File: config.mk
export PLATFORM = sky130hd
export DESIGN_NAME = sberepeater
export DESIGN_NICKNAME = d
export VERILOG_FILES = /design/src/verilog/sberep_pkg.sv /design/src/verilog/sberep_ctrl.sv /design/src/verilog/sberep_fifo.sv /design/src/verilog/sberep_mst.sv /design/src/verilog/sberep_tgt.sv /design/src/verilog/sberepeater.sv
export VERILOG_INCLUDE_DIRS = /design/src /design/src/include
export SDC_FILE = /design/constraint.sdc
export NUM_CORES = 1
export LEC_CHECK = 0
export BUFFER_PORTS_ARGS = -buffer_cell sky130_fd_sc_hd__buf_4
export CORE_ASPECT_RATIO = 1.75
export CORE_MARGIN = 2
export CORE_UTILIZATION = 58
export CTS_CLUSTER_SIZE = 14
export DETAILED_ROUTE_END_ITERATION = 8
export GPL_TIMING_DRIVEN = 0
export HOLD_SLACK_MARGIN = 0.05
export PLACE_DENSITY_LB_ADDON = 0.15
export SYNTH_ARGS = -nofsm -noshare
export SYNTH_HDL_FRONTEND = slang
export SYNTH_HIERARCHICAL = 1
export SYNTH_SLANG_ARGS = --single-unit
export TNS_END_PERCENT = 20
File: constraint.sdc
create_clock -name agent_clk -period 4.05 [get_ports agent_clk]
set_clock_uncertainty 0.2 [all_clocks]
set_input_delay 0 -clock agent_clk [delete_from_list [all_inputs] [get_ports agent_clk]]
set_output_delay 0 -clock agent_clk [all_outputs]
set_load 0.005 [all_outputs]
File: src/include/sberep_defines.svh
`ifndef SBEREP_DEFINES_SVH
`define SBEREP_DEFINES_SVH

// Flit payload width in bits
`define SBREP_PLD_W 32

// Entries per channel queue
`define SBREP_DEPTH 4

// Header opcodes that mark a completion
`define SBREP_OP_CMPL  8'h20
`define SBREP_OP_CMPLD 8'h21

`endif

File: src/verilog/sberep_pkg.sv
`default_nettype none

`include "sberep_defines.svh"

package sberep_pkg;

  // One payload word, read raw on data flits
  // and as a header on the first flit of a message
  typedef union packed {
    logic [`SBREP_PLD_W-1:0] raw;
    struct packed {
      logic [4:0] misc;
      logic [2:0] tag;
      logic [7:0] opcode;
      logic [7:0] src;
      // Destination port id sits in the low byte
      logic [7:0] dest;
    } hdr;
  } sb_flit_u;

  // Posted and non-posted channel index
  typedef enum logic {
    CH_PC = 1'b0,
    CH_NP = 1'b1
  } sb_chan_e;

endpackage

`default_nettype wire

File: src/verilog/sberep_ctrl.sv
`timescale 1ns/100ps
`default_nettype none

module sberep_ctrl
  import sberep_pkg::*;
(
  input  wire logic       agent_clk,
  input  wire logic       rst,
  // Master egress arbitration
  input  wire logic       pc_avail,
  input  wire logic       np_avail,
  input  wire logic       pc_xfer,
  input  wire logic       np_xfer,
  input  wire logic       xfer_eom,
  output sb_chan_e        grant,
  output logic            grant_valid,
  // Queue status, bits 1:0 master and 3:2 target
  input  wire logic [3:0] par_bad,
  input  wire logic [3:0] q_empty,
  output logic            parity_err,
  output logic            fifo_empty
);

  logic     locked;
  sb_chan_e lock_ch;
  sb_chan_e last_ch;
  sb_chan_e pick;
  logic     xfer;

  assign xfer = pc_xfer | np_xfer;

  // ----------------------------
  // Grant and message lock
  // ----------------------------

  // Round-robin between non-empty queues at a boundary
  always_comb begin
    if (pc_avail && np_avail) begin
      pick = (last_ch == CH_PC) ? CH_NP : CH_PC;
    end else if (np_avail) begin
      pick = CH_NP;
    end else begin
      pick = CH_PC;
    end
  end

  // Lock holds the channel even while its queue runs dry
  assign grant       = locked ? lock_ch : pick;
  assign grant_valid = locked | pc_avail | np_avail;

  always_ff @(posedge agent_clk) begin
    if (rst) begin
      locked  <= 1'b0;
      lock_ch <= CH_PC;
      last_ch <= CH_NP;
    end else if (grant_valid) begin
      if (xfer && xfer_eom) begin
        // Message done, free for the other channel
        locked  <= 1'b0;
        last_ch <= grant;
      end else begin
        locked  <= 1'b1;
        lock_ch <= grant;
      end
    end
  end

  // ----------------------------
  // Status aggregation
  // ----------------------------
  always_ff @(posedge agent_clk) begin
    if (rst) begin
      parity_err <= 1'b0;
      fifo_empty <= 1'b1;
    end else begin
      // Sticky until reset
      if (|par_bad) begin
        parity_err <= 1'b1;
      end
      fifo_empty <= &q_empty;
    end
  end

  // Mid-message the grant is frozen
  a_lock_hold: assert property (@(posedge agent_clk) disable iff (rst)
    (locked && !(xfer && xfer_eom)) |=> (grant == $past(grant)));

  // Datapath only moves flits on the granted channel
  a_xfer_granted: assert property (@(posedge agent_clk) disable iff (rst)
    xfer |-> grant_valid && (pc_xfer ? (grant == CH_PC) : (grant == CH_NP)));

endmodule

`default_nettype wire

File: src/verilog/sberep_fifo.sv
`timescale 1ns/100ps
`default_nettype none

`include "sberep_defines.svh"

module sberep_fifo #(
  parameter int DEPTH = `SBREP_DEPTH
) (
  input  wire logic                    agent_clk,
  input  wire logic                    rst,
  // Write side
  input  wire logic                    wr,
  input  wire logic [`SBREP_PLD_W-1:0] wr_payload,
  input  wire logic                    wr_eom,
  input  wire logic                    wr_parity,
  // Read side, head entry is shown before rd
  input  wire logic                    rd,
  output logic      [`SBREP_PLD_W-1:0] rd_payload,
  output logic                         rd_eom,
  // Status
  output logic                         full,
  output logic                         empty,
  output logic                         parity_bad
);

  localparam int AW = (DEPTH > 1) ? $clog2(DEPTH) : 1;
  localparam int CW = $clog2(DEPTH + 1);

  // Entry storage
  logic [`SBREP_PLD_W-1:0] mem_payload [DEPTH];
  logic                    mem_eom     [DEPTH];

  logic [AW-1:0] wr_ptr;
  logic [AW-1:0] rd_ptr;
  logic [CW-1:0] count;

  // Pointer step with wrap for any depth
  function automatic logic [AW-1:0] ptr_inc(input logic [AW-1:0] ptr);
    if (ptr == AW'(DEPTH - 1)) begin
      return '0;
    end
    return ptr + 1'b1;
  endfunction

  // ----------------------------
  // Pointers and occupancy
  // ----------------------------
  always_ff @(posedge agent_clk) begin
    if (rst) begin
      wr_ptr <= '0;
      rd_ptr <= '0;
      count  <= '0;
    end else begin
      if (wr) begin
        wr_ptr <= ptr_inc(wr_ptr);
      end
      if (rd) begin
        rd_ptr <= ptr_inc(rd_ptr);
      end
      // Read and write together leave count alone
      case ({wr, rd})
        2'b10:   count <= count + 1'b1;
        2'b01:   count <= count - 1'b1;
        default: count <= count;
      endcase
    end
  end

  always_ff @(posedge agent_clk) begin
    if (wr) begin
      mem_payload[wr_ptr] <= wr_payload;
      mem_eom[wr_ptr]     <= wr_eom;
    end
  end

  assign rd_payload = mem_payload[rd_ptr];
  assign rd_eom     = mem_eom[rd_ptr];

  // Full drops ready on the same edge as the filling write
  assign full  = (count == CW'(DEPTH));
  assign empty = (count == '0);

  // Parity covers payload bits and eom
  assign parity_bad = wr && ((^wr_payload ^ wr_eom) != wr_parity);

  // Ready/free gating in the parent must keep these off
  a_no_wr_full: assert property (@(posedge agent_clk) disable iff (rst) wr |-> !full);
  a_no_rd_empty: assert property (@(posedge agent_clk) disable iff (rst) rd |-> !empty);

endmodule

`default_nettype wire

File: src/verilog/sberep_mst.sv
`timescale 1ns/100ps
`default_nettype none

`include "sberep_defines.svh"

module sberep_mst
  import sberep_pkg::*;
(
  input  wire logic                    agent_clk,
  input  wire logic                    rst,
  // Agent side
  input  wire logic                    mmsg_pcirdy_ip,
  input  wire logic                    mmsg_npirdy_ip,
  input  wire logic                    mmsg_pceom_ip,
  input  wire logic                    mmsg_npeom_ip,
  input  wire logic                    mmsg_pcparity_ip,
  input  wire logic                    mmsg_npparity_ip,
  input  wire logic [`SBREP_PLD_W-1:0] mmsg_pcpayload_ip,
  input  wire logic [`SBREP_PLD_W-1:0] mmsg_nppayload_ip,
  output logic                         mmsg_pctrdy_ip,
  output logic                         mmsg_nptrdy_ip,
  output logic                         mmsg_pcmsgip_ip,
  output logic                         mmsg_npmsgip_ip,
  // Endpoint side
  output logic                         mmsg_pcirdy_ep,
  output logic                         mmsg_npirdy_ep,
  output logic                         mmsg_pceom_ep,
  output logic                         mmsg_npeom_ep,
  output logic      [`SBREP_PLD_W-1:0] mmsg_pcpayload_ep,
  output logic      [`SBREP_PLD_W-1:0] mmsg_nppayload_ep,
  output logic                         mmsg_pcsel_ep,
  output logic                         mmsg_npsel_ep,
  input  wire logic                    mmsg_pctrdy_ep,
  input  wire logic                    mmsg_nptrdy_ep,
  // Arbiter handshake
  input  wire sb_chan_e                grant,
  input  wire logic                    grant_valid,
  output logic                         pc_avail,
  output logic                         np_avail,
  output logic                         pc_xfer,
  output logic                         np_xfer,
  output logic                         xfer_eom,
  output logic      [1:0]              q_empty,
  output logic      [1:0]              par_bad
);

  logic pc_wr;
  logic np_wr;
  logic pc_full;
  logic np_full;

  // ----------------------------
  // Ingress from the agent
  // ----------------------------
  assign mmsg_pctrdy_ip = !pc_full;
  assign mmsg_nptrdy_ip = !np_full;
  assign pc_wr = mmsg_pcirdy_ip && mmsg_pctrdy_ip;
  assign np_wr = mmsg_npirdy_ip && mmsg_nptrdy_ip;

  // Message in progress, set mid-message and cleared by eom
  always_ff @(posedge agent_clk) begin
    if (rst) begin
      mmsg_pcmsgip_ip <= 1'b0;
      mmsg_npmsgip_ip <= 1'b0;
    end else begin
      if (pc_wr) begin
        mmsg_pcmsgip_ip <= !mmsg_pceom_ip;
      end
      if (np_wr) begin
        mmsg_npmsgip_ip <= !mmsg_npeom_ip;
      end
    end
  end

  sberep_fifo #(.DEPTH(`SBREP_DEPTH)) i_pc_fifo (
    .agent_clk  (agent_clk),
    .rst        (rst),
    .wr         (pc_wr),
    .wr_payload (mmsg_pcpayload_ip),
    .wr_eom     (mmsg_pceom_ip),
    .wr_parity  (mmsg_pcparity_ip),
    .rd         (pc_xfer),
    .rd_payload (mmsg_pcpayload_ep),
    .rd_eom     (mmsg_pceom_ep),
    .full       (pc_full),
    .empty      (q_empty[0]),
    .parity_bad (par_bad[0])
  );

  sberep_fifo #(.DEPTH(`SBREP_DEPTH)) i_np_fifo (
    .agent_clk  (agent_clk),
    .rst        (rst),
    .wr         (np_wr),
    .wr_payload (mmsg_nppayload_ip),
    .wr_eom     (mmsg_npeom_ip),
    .wr_parity  (mmsg_npparity_ip),
    .rd         (np_xfer),
    .rd_payload (mmsg_nppayload_ep),
    .rd_eom     (mmsg_npeom_ep),
    .full       (np_full),
    .empty      (q_empty[1]),
    .parity_bad (par_bad[1])
  );

  // ----------------------------
  // Egress to the endpoint
  // ----------------------------
  assign pc_avail = !q_empty[0];
  assign np_avail = !q_empty[1];

  // One-hot select straight from the grant
  assign mmsg_pcsel_ep = grant_valid && (grant == CH_PC);
  assign mmsg_npsel_ep = grant_valid && (grant == CH_NP);

  // irdy only on the selected channel with data waiting
  assign mmsg_pcirdy_ep = mmsg_pcsel_ep && pc_avail;
  assign mmsg_npirdy_ep = mmsg_npsel_ep && np_avail;

  assign pc_xfer  = mmsg_pcirdy_ep && mmsg_pctrdy_ep;
  assign np_xfer  = mmsg_npirdy_ep && mmsg_nptrdy_ep;
  assign xfer_eom = (pc_xfer && mmsg_pceom_ep) || (np_xfer && mmsg_npeom_ep);

endmodule

`default_nettype wire

File: src/verilog/sberep_tgt.sv
`timescale 1ns/100ps
`default_nettype none

`include "sberep_defines.svh"

module sberep_tgt
  import sberep_pkg::*;
(
  input  wire logic                    agent_clk,
  input  wire logic                    rst,
  // Agent side
  input  wire logic                    tmsg_pcfree_ip,
  input  wire logic                    tmsg_npfree_ip,
  output logic                         tmsg_pcput_ip,
  output logic                         tmsg_npput_ip,
  output logic                         tmsg_pceom_ip,
  output logic                         tmsg_npeom_ip,
  output logic      [`SBREP_PLD_W-1:0] tmsg_pcpayload_ip,
  output logic      [`SBREP_PLD_W-1:0] tmsg_nppayload_ip,
  output logic                         tmsg_pccmpl_ip,
  // Endpoint side
  output logic                         tmsg_pcfree_ep,
  output logic                         tmsg_npfree_ep,
  input  wire logic                    tmsg_pcput_ep,
  input  wire logic                    tmsg_npput_ep,
  input  wire logic                    tmsg_pceom_ep,
  input  wire logic                    tmsg_npeom_ep,
  input  wire logic                    tmsg_pcparity_ep,
  input  wire logic                    tmsg_npparity_ep,
  input  wire logic [`SBREP_PLD_W-1:0] tmsg_pcpayload_ep,
  input  wire logic [`SBREP_PLD_W-1:0] tmsg_nppayload_ep,
  // Status to control
  output logic      [1:0]              q_empty,
  output logic      [1:0]              par_bad
);

  logic     pc_wr;
  logic     np_wr;
  logic     pc_full;
  logic     np_full;
  logic     pc_hdr;
  sb_flit_u pc_head;

  // ----------------------------
  // Ingress from the endpoint
  // ----------------------------
  assign tmsg_pcfree_ep = !pc_full;
  assign tmsg_npfree_ep = !np_full;
  assign pc_wr = tmsg_pcput_ep && tmsg_pcfree_ep;
  assign np_wr = tmsg_npput_ep && tmsg_npfree_ep;

  sberep_fifo #(.DEPTH(`SBREP_DEPTH)) i_pc_fifo (
    .agent_clk  (agent_clk),
    .rst        (rst),
    .wr         (pc_wr),
    .wr_payload (tmsg_pcpayload_ep),
    .wr_eom     (tmsg_pceom_ep),
    .wr_parity  (tmsg_pcparity_ep),
    .rd         (tmsg_pcput_ip),
    .rd_payload (pc_head),
    .rd_eom     (tmsg_pceom_ip),
    .full       (pc_full),
    .empty      (q_empty[0]),
    .parity_bad (par_bad[0])
  );

  sberep_fifo #(.DEPTH(`SBREP_DEPTH)) i_np_fifo (
    .agent_clk  (agent_clk),
    .rst        (rst),
    .wr         (np_wr),
    .wr_payload (tmsg_nppayload_ep),
    .wr_eom     (tmsg_npeom_ep),
    .wr_parity  (tmsg_npparity_ep),
    .rd         (tmsg_npput_ip),
    .rd_payload (tmsg_nppayload_ip),
    .rd_eom     (tmsg_npeom_ip),
    .full       (np_full),
    .empty      (q_empty[1]),
    .parity_bad (par_bad[1])
  );

  // ----------------------------
  // Egress to the agent
  // ----------------------------

  // Each put moves one flit, only against agent free
  assign tmsg_pcput_ip = !q_empty[0] && tmsg_pcfree_ip;
  assign tmsg_npput_ip = !q_empty[1] && tmsg_npfree_ip;
  assign tmsg_pcpayload_ip = pc_head.raw;

  // Next pc flit out is a header after reset or after eom
  always_ff @(posedge agent_clk) begin
    if (rst) begin
      pc_hdr <= 1'b1;
    end else if (tmsg_pcput_ip) begin
      pc_hdr <= tmsg_pceom_ip;
    end
  end

  // Completion flag rides with the header put
  assign tmsg_pccmpl_ip = tmsg_pcput_ip && pc_hdr &&
                          ((pc_head.hdr.opcode == `SBREP_OP_CMPL) ||
                           (pc_head.hdr.opcode == `SBREP_OP_CMPLD));

  // Endpoint only puts against free
  a_pc_put_free: assert property (@(posedge agent_clk) disable iff (rst)
    tmsg_pcput_ep |-> tmsg_pcfree_ep);
  a_np_put_free: assert property (@(posedge agent_clk) disable iff (rst)
    tmsg_npput_ep |-> tmsg_npfree_ep);

endmodule

`default_nettype wire

File: src/verilog/sberepeater.sv
`timescale 1ns/100ps
`default_nettype none

`include "sberep_defines.svh"

module sberepeater
  import sberep_pkg::*;
(
  input  wire logic                    agent_clk,
  input  wire logic                    rst,
  // ----------------------------
  // Agent interface
  // ----------------------------
  input  wire logic                    mmsg_pcirdy_ip,
  input  wire logic                    mmsg_npirdy_ip,
  input  wire logic                    mmsg_pceom_ip,
  input  wire logic                    mmsg_npeom_ip,
  input  wire logic                    mmsg_pcparity_ip,
  input  wire logic                    mmsg_npparity_ip,
  input  wire logic [`SBREP_PLD_W-1:0] mmsg_pcpayload_ip,
  input  wire logic [`SBREP_PLD_W-1:0] mmsg_nppayload_ip,
  output logic                         mmsg_pctrdy_ip,
  output logic                         mmsg_nptrdy_ip,
  output logic                         mmsg_pcmsgip_ip,
  output logic                         mmsg_npmsgip_ip,
  input  wire logic                    tmsg_pcfree_ip,
  input  wire logic                    tmsg_npfree_ip,
  output logic                         tmsg_pcput_ip,
  output logic                         tmsg_npput_ip,
  output logic                         tmsg_pceom_ip,
  output logic                         tmsg_npeom_ip,
  output logic      [`SBREP_PLD_W-1:0] tmsg_pcpayload_ip,
  output logic      [`SBREP_PLD_W-1:0] tmsg_nppayload_ip,
  output logic                         tmsg_pccmpl_ip,
  // ----------------------------
  // Endpoint interface
  // ----------------------------
  output logic                         mmsg_pcirdy_ep,
  output logic                         mmsg_npirdy_ep,
  output logic                         mmsg_pceom_ep,
  output logic                         mmsg_npeom_ep,
  output logic      [`SBREP_PLD_W-1:0] mmsg_pcpayload_ep,
  output logic      [`SBREP_PLD_W-1:0] mmsg_nppayload_ep,
  output logic                         mmsg_pcsel_ep,
  output logic                         mmsg_npsel_ep,
  input  wire logic                    mmsg_pctrdy_ep,
  input  wire logic                    mmsg_nptrdy_ep,
  output logic                         tmsg_pcfree_ep,
  output logic                         tmsg_npfree_ep,
  input  wire logic                    tmsg_pcput_ep,
  input  wire logic                    tmsg_npput_ep,
  input  wire logic                    tmsg_pceom_ep,
  input  wire logic                    tmsg_npeom_ep,
  input  wire logic                    tmsg_pcparity_ep,
  input  wire logic                    tmsg_npparity_ep,
  input  wire logic [`SBREP_PLD_W-1:0] tmsg_pcpayload_ep,
  input  wire logic [`SBREP_PLD_W-1:0] tmsg_nppayload_ep,
  // Status
  output logic                         parity_err,
  output logic                         fifo_empty
);

  // Master egress arbitration
  sb_chan_e   grant;
  logic       grant_valid;
  logic       pc_avail;
  logic       np_avail;
  logic       pc_xfer;
  logic       np_xfer;
  logic       xfer_eom;

  // Per-path queue status, pc in bit 0
  logic [1:0] mst_empty;
  logic [1:0] tgt_empty;
  logic [1:0] mst_par_bad;
  logic [1:0] tgt_par_bad;

  sberep_ctrl i_sberep_ctrl (
    .*,
    .par_bad (({tgt_par_bad, mst_par_bad})),
    .q_empty (({tgt_empty, mst_empty}))
  );

  sberep_mst i_sberep_mst (
    .*,
    .q_empty (mst_empty),
    .par_bad (mst_par_bad)
  );

  sberep_tgt i_sberep_tgt (
    .*,
    .q_empty (tgt_empty),
    .par_bad (tgt_par_bad)
  );

endmodule

`default_nettype wire
==> metrics <==
YS warnings=6; IO buf count=292; Compound-Gate Fraction of Synth Area=0.8833%; die height=264.7 microns; Final Setup Violations=0; Top FF cell, synth=edfxtp_1; Area Overhead vs Synth=32.33%; Yosys top cell by area=edfxtp_1; first-pass iteration count of the detailed router=5; WL final=49070 microns; cells along the critical path=nor3_1, inv_1, and2b_1, a22o_2, and4bb_1, ha_1, inv_1, fa_1, xor2_1, or3_1, a21oi_1; post-synthesis mux area share=between 10% and 20%; critical path startpoint category=flop; nets@finish=1880; Largest stage delay, worst path=460 ps; CTS tree=built; crit path DAT=3580 ps; Root Buffer=clkbuf_16; P_leak=between 10 and 15 nW; CP required=between 4000 and 5000 ps; antenna violations before repair=1; Post-CTS Setup Inserts=0; post-synthesis register bit count=572; share of cells above drive strength 1=31.01%; Initial Util=58.66%; share of the synthesized area in the top cell type=70.40%; clock-pin slew on the worst setup and hold paths=60 ps; crit path max fanout=5; largest net degree at the start of global routing=37; TritonCTS Sinks=572; TritonCTS Buffers=49; fin util=77.63%; final slew viol count=0; Ports=about 290; H-tree depth=2; status=complete, no violations; fraction of registers with async set/reset=0%; fmax=0.3029 GHz; placed inst area=25650 sq um; EDFF count, synth=528; largest family of logic cells by synthesized area=multiplexers; CP delay by family, top=simple AND/OR/NAND/NOR gates; FP Rows=95; vias in the first global route=13300; post-DP HPWL=between 20000 and 30000 microns; CP Capture Type=flop; Core ar.=around 38000 sq um; post-CTS resize count=0; first-pass GRT wire length=approximately 75000 microns; Synth Area in Simple Gates=2.483%; crit share post-route=81.52%; Power Density=513.2 nW/um^2; post-layout min period=3302 ps; Detail Route Antenna Nets=0; final hold violation count=0; gpl congestion=0.7575; drt wl/cell=22.06 microns; max_cap viols=0; synthesized instance count=1072; Syn Std Cell Area=22520 sq um; hold buffers post-CTS=276; Adder-Cell Fraction of Synth Area=1.689%; sequential area share after synthesis=74.31%; die width=between 150 and 200 microns; Slew HR=39.67%; GRT Total Usage=about a quarter; clk buf depth=3; syn_nets=1246; critical path class=flop to flop; most used cell, CP=inv_1; worst hold slack=82.82 ps; Worst Hold Class=input pin to flop; Slowest-stage cell, CP=and4bb_1; Worst-Margin Slew=905.0 ps; worst path bufs/invs=2; clock latency on the worst-skew pair=550 ps; RSZ-0062 raised after global routing=no; drt drc=0; GRT Residual Overflow=0; peak supply drop=0.0005044 V; vias=12330; synth unique cells=40; Die Area=40490 sq um; syn avg cell area=21.01 sq um; top cells by area, synth=edfxtp_1 (70%), mux4_2 (13%), dfxtp_1 (3.9%), xnor2_1 (3.6%), ha_1 (1.3%); drt via density=5.544; xor/xnor share of the synthesized area=5.600%; Final TNS setup=0 ps; final non-filler cell area=a little under 30000 sq um; fillcell total=2038; initial detailed-routing violation count=about 640
==> report_power, final <==
| part | leakage (nW) | internal (mW) | switching, mW |
|---|---|---|---|
| sequential | 5.21 | 7.00 | 0.165 |
| clock | 0.674 | 2.29 | 1.93 |
| combinational | 4.61 | 2.12 | 1.80 |
| total | 10.5 | 11.4 | 3.89 |
==> final timing paths <==
check | slack, ps | depth (start not counted) | end | startpoint
setup / recovery | 750 | 11 | i_sberep_mst/i_pc_fifo/count[2] | i_sberep_mst/i_np_fifo/count[1]
hold / removal | 80 | 2 | i_sberep_tgt/i_np_fifo/mem_payload[1][30] | tmsg_nppayload_ep[30]
setup reg to reg | 750 | 11 | i_sberep_mst/i_pc_fifo/count[2] | i_sberep_mst/i_np_fifo/count[1]
hold reg to reg | 310 | 2 | i_sberep_tgt/i_np_fifo/count[2] | i_sberep_tgt/i_np_fifo/count[2]
==> cell families after synthesis <==
family	after synthesis
AO/OA/AOI/OAI	30
multiplexers	146
AND/OR/NAND/NOR	99
buffers and inverters	69
flip-flops	572
adder cells (fa/ha/maj)	28
XOR/XNOR	128
==> layer usage <==
layer	routed length, microns	track usage (%)
met1	17640	28.79
met2	26700	44.15
met3	3046	4.904
met4	1685	8.884
met5	0	0
==> per-stage QoR <==
stage / total power [mW] / worst slack, ps / instances
2_1_floorplan: 9.336 / 1083 / 1072
3_3_place_gp: 10.84 / 786.6 / 1849
3_5_place_dp: 10.99 / 737.9 / 1864
4_1_cts: 15.44 / 723.8 / 2223
5_1_grt: 15.95 / 589.9 / 2224
6_report: 15.30 / 748.3 / 2224
==> layout by cell type, fill, tap and decap left out, types with 5 or more instances in the layout <==
master,instances
edfxtp_1,528
clkbuf_1,43
mux4_2,132
buf_4,292
xor2_1,24
and3_1,5
nand2_1,6
dfxtp_1,44
nor2_1,32
clkbuf_16,50
xnor3_1,8
and2_2,17
nor3_1,12
nor2b_1,6
inv_1,37
ha_1,24
xnor2_1,92
mux2i_1,14
buf_2,12
a21oi_1,16
buf_12,14
dlygate4sd3_1,276
clkinv_1,5
==> synthesized netlist by cell type, drive strengths merged, types with 5 or more instances <==
cell,number
a21oi,16
and2,19
and3,5
buf,12
clkbuf,20
dfxtp,44
edfxtp,528
ha,24
inv,37
mux2i,14
mux4,132
nand2,6
nor2,32
nor2b,7
nor3,12
o21ai,5
or3,5
xnor2,96
xnor3,8
xor2,24
==> registers in the layout, summed over array words and instances (netlist names), 4 cells and up, named ones only <==
name / count
i_sberep_mst/i_np_fifo/mem_payload: 128
i_sberep_tgt/i_pc_fifo/mem_payload: 128
i_sberep_tgt/i_pc_fifo/mem_eom: 4
i_sberep_mst/i_pc_fifo/mem_eom: 4
i_sberep_mst/i_pc_fifo/mem_payload: 128
i_sberep_tgt/i_np_fifo/mem_payload: 128
i_sberep_mst/i_np_fifo/mem_eom: 4
i_sberep_tgt/i_np_fifo/mem_eom: 4
==> cell type report <==
class | instances | area, sq um | share of cell area (%)
multi-input cells | 431 | 5533 | 18.56
clock inverters | 9 | 38.79 | 0.1301
diodes | 1 | 2.502 | 0.008396
repair buffers | 583 | 5263 | 17.66
clock buffers | 74 | 1351 | 4.534
plain buffers | 32 | 135.1 | 0.4534
well taps | 485 | 606.8 | 2.036
flip-flops and latches | 572 | 16740 | 56.15
inverters | 37 | 138.9 | 0.4660
Power figures use the tool's default switching activity.
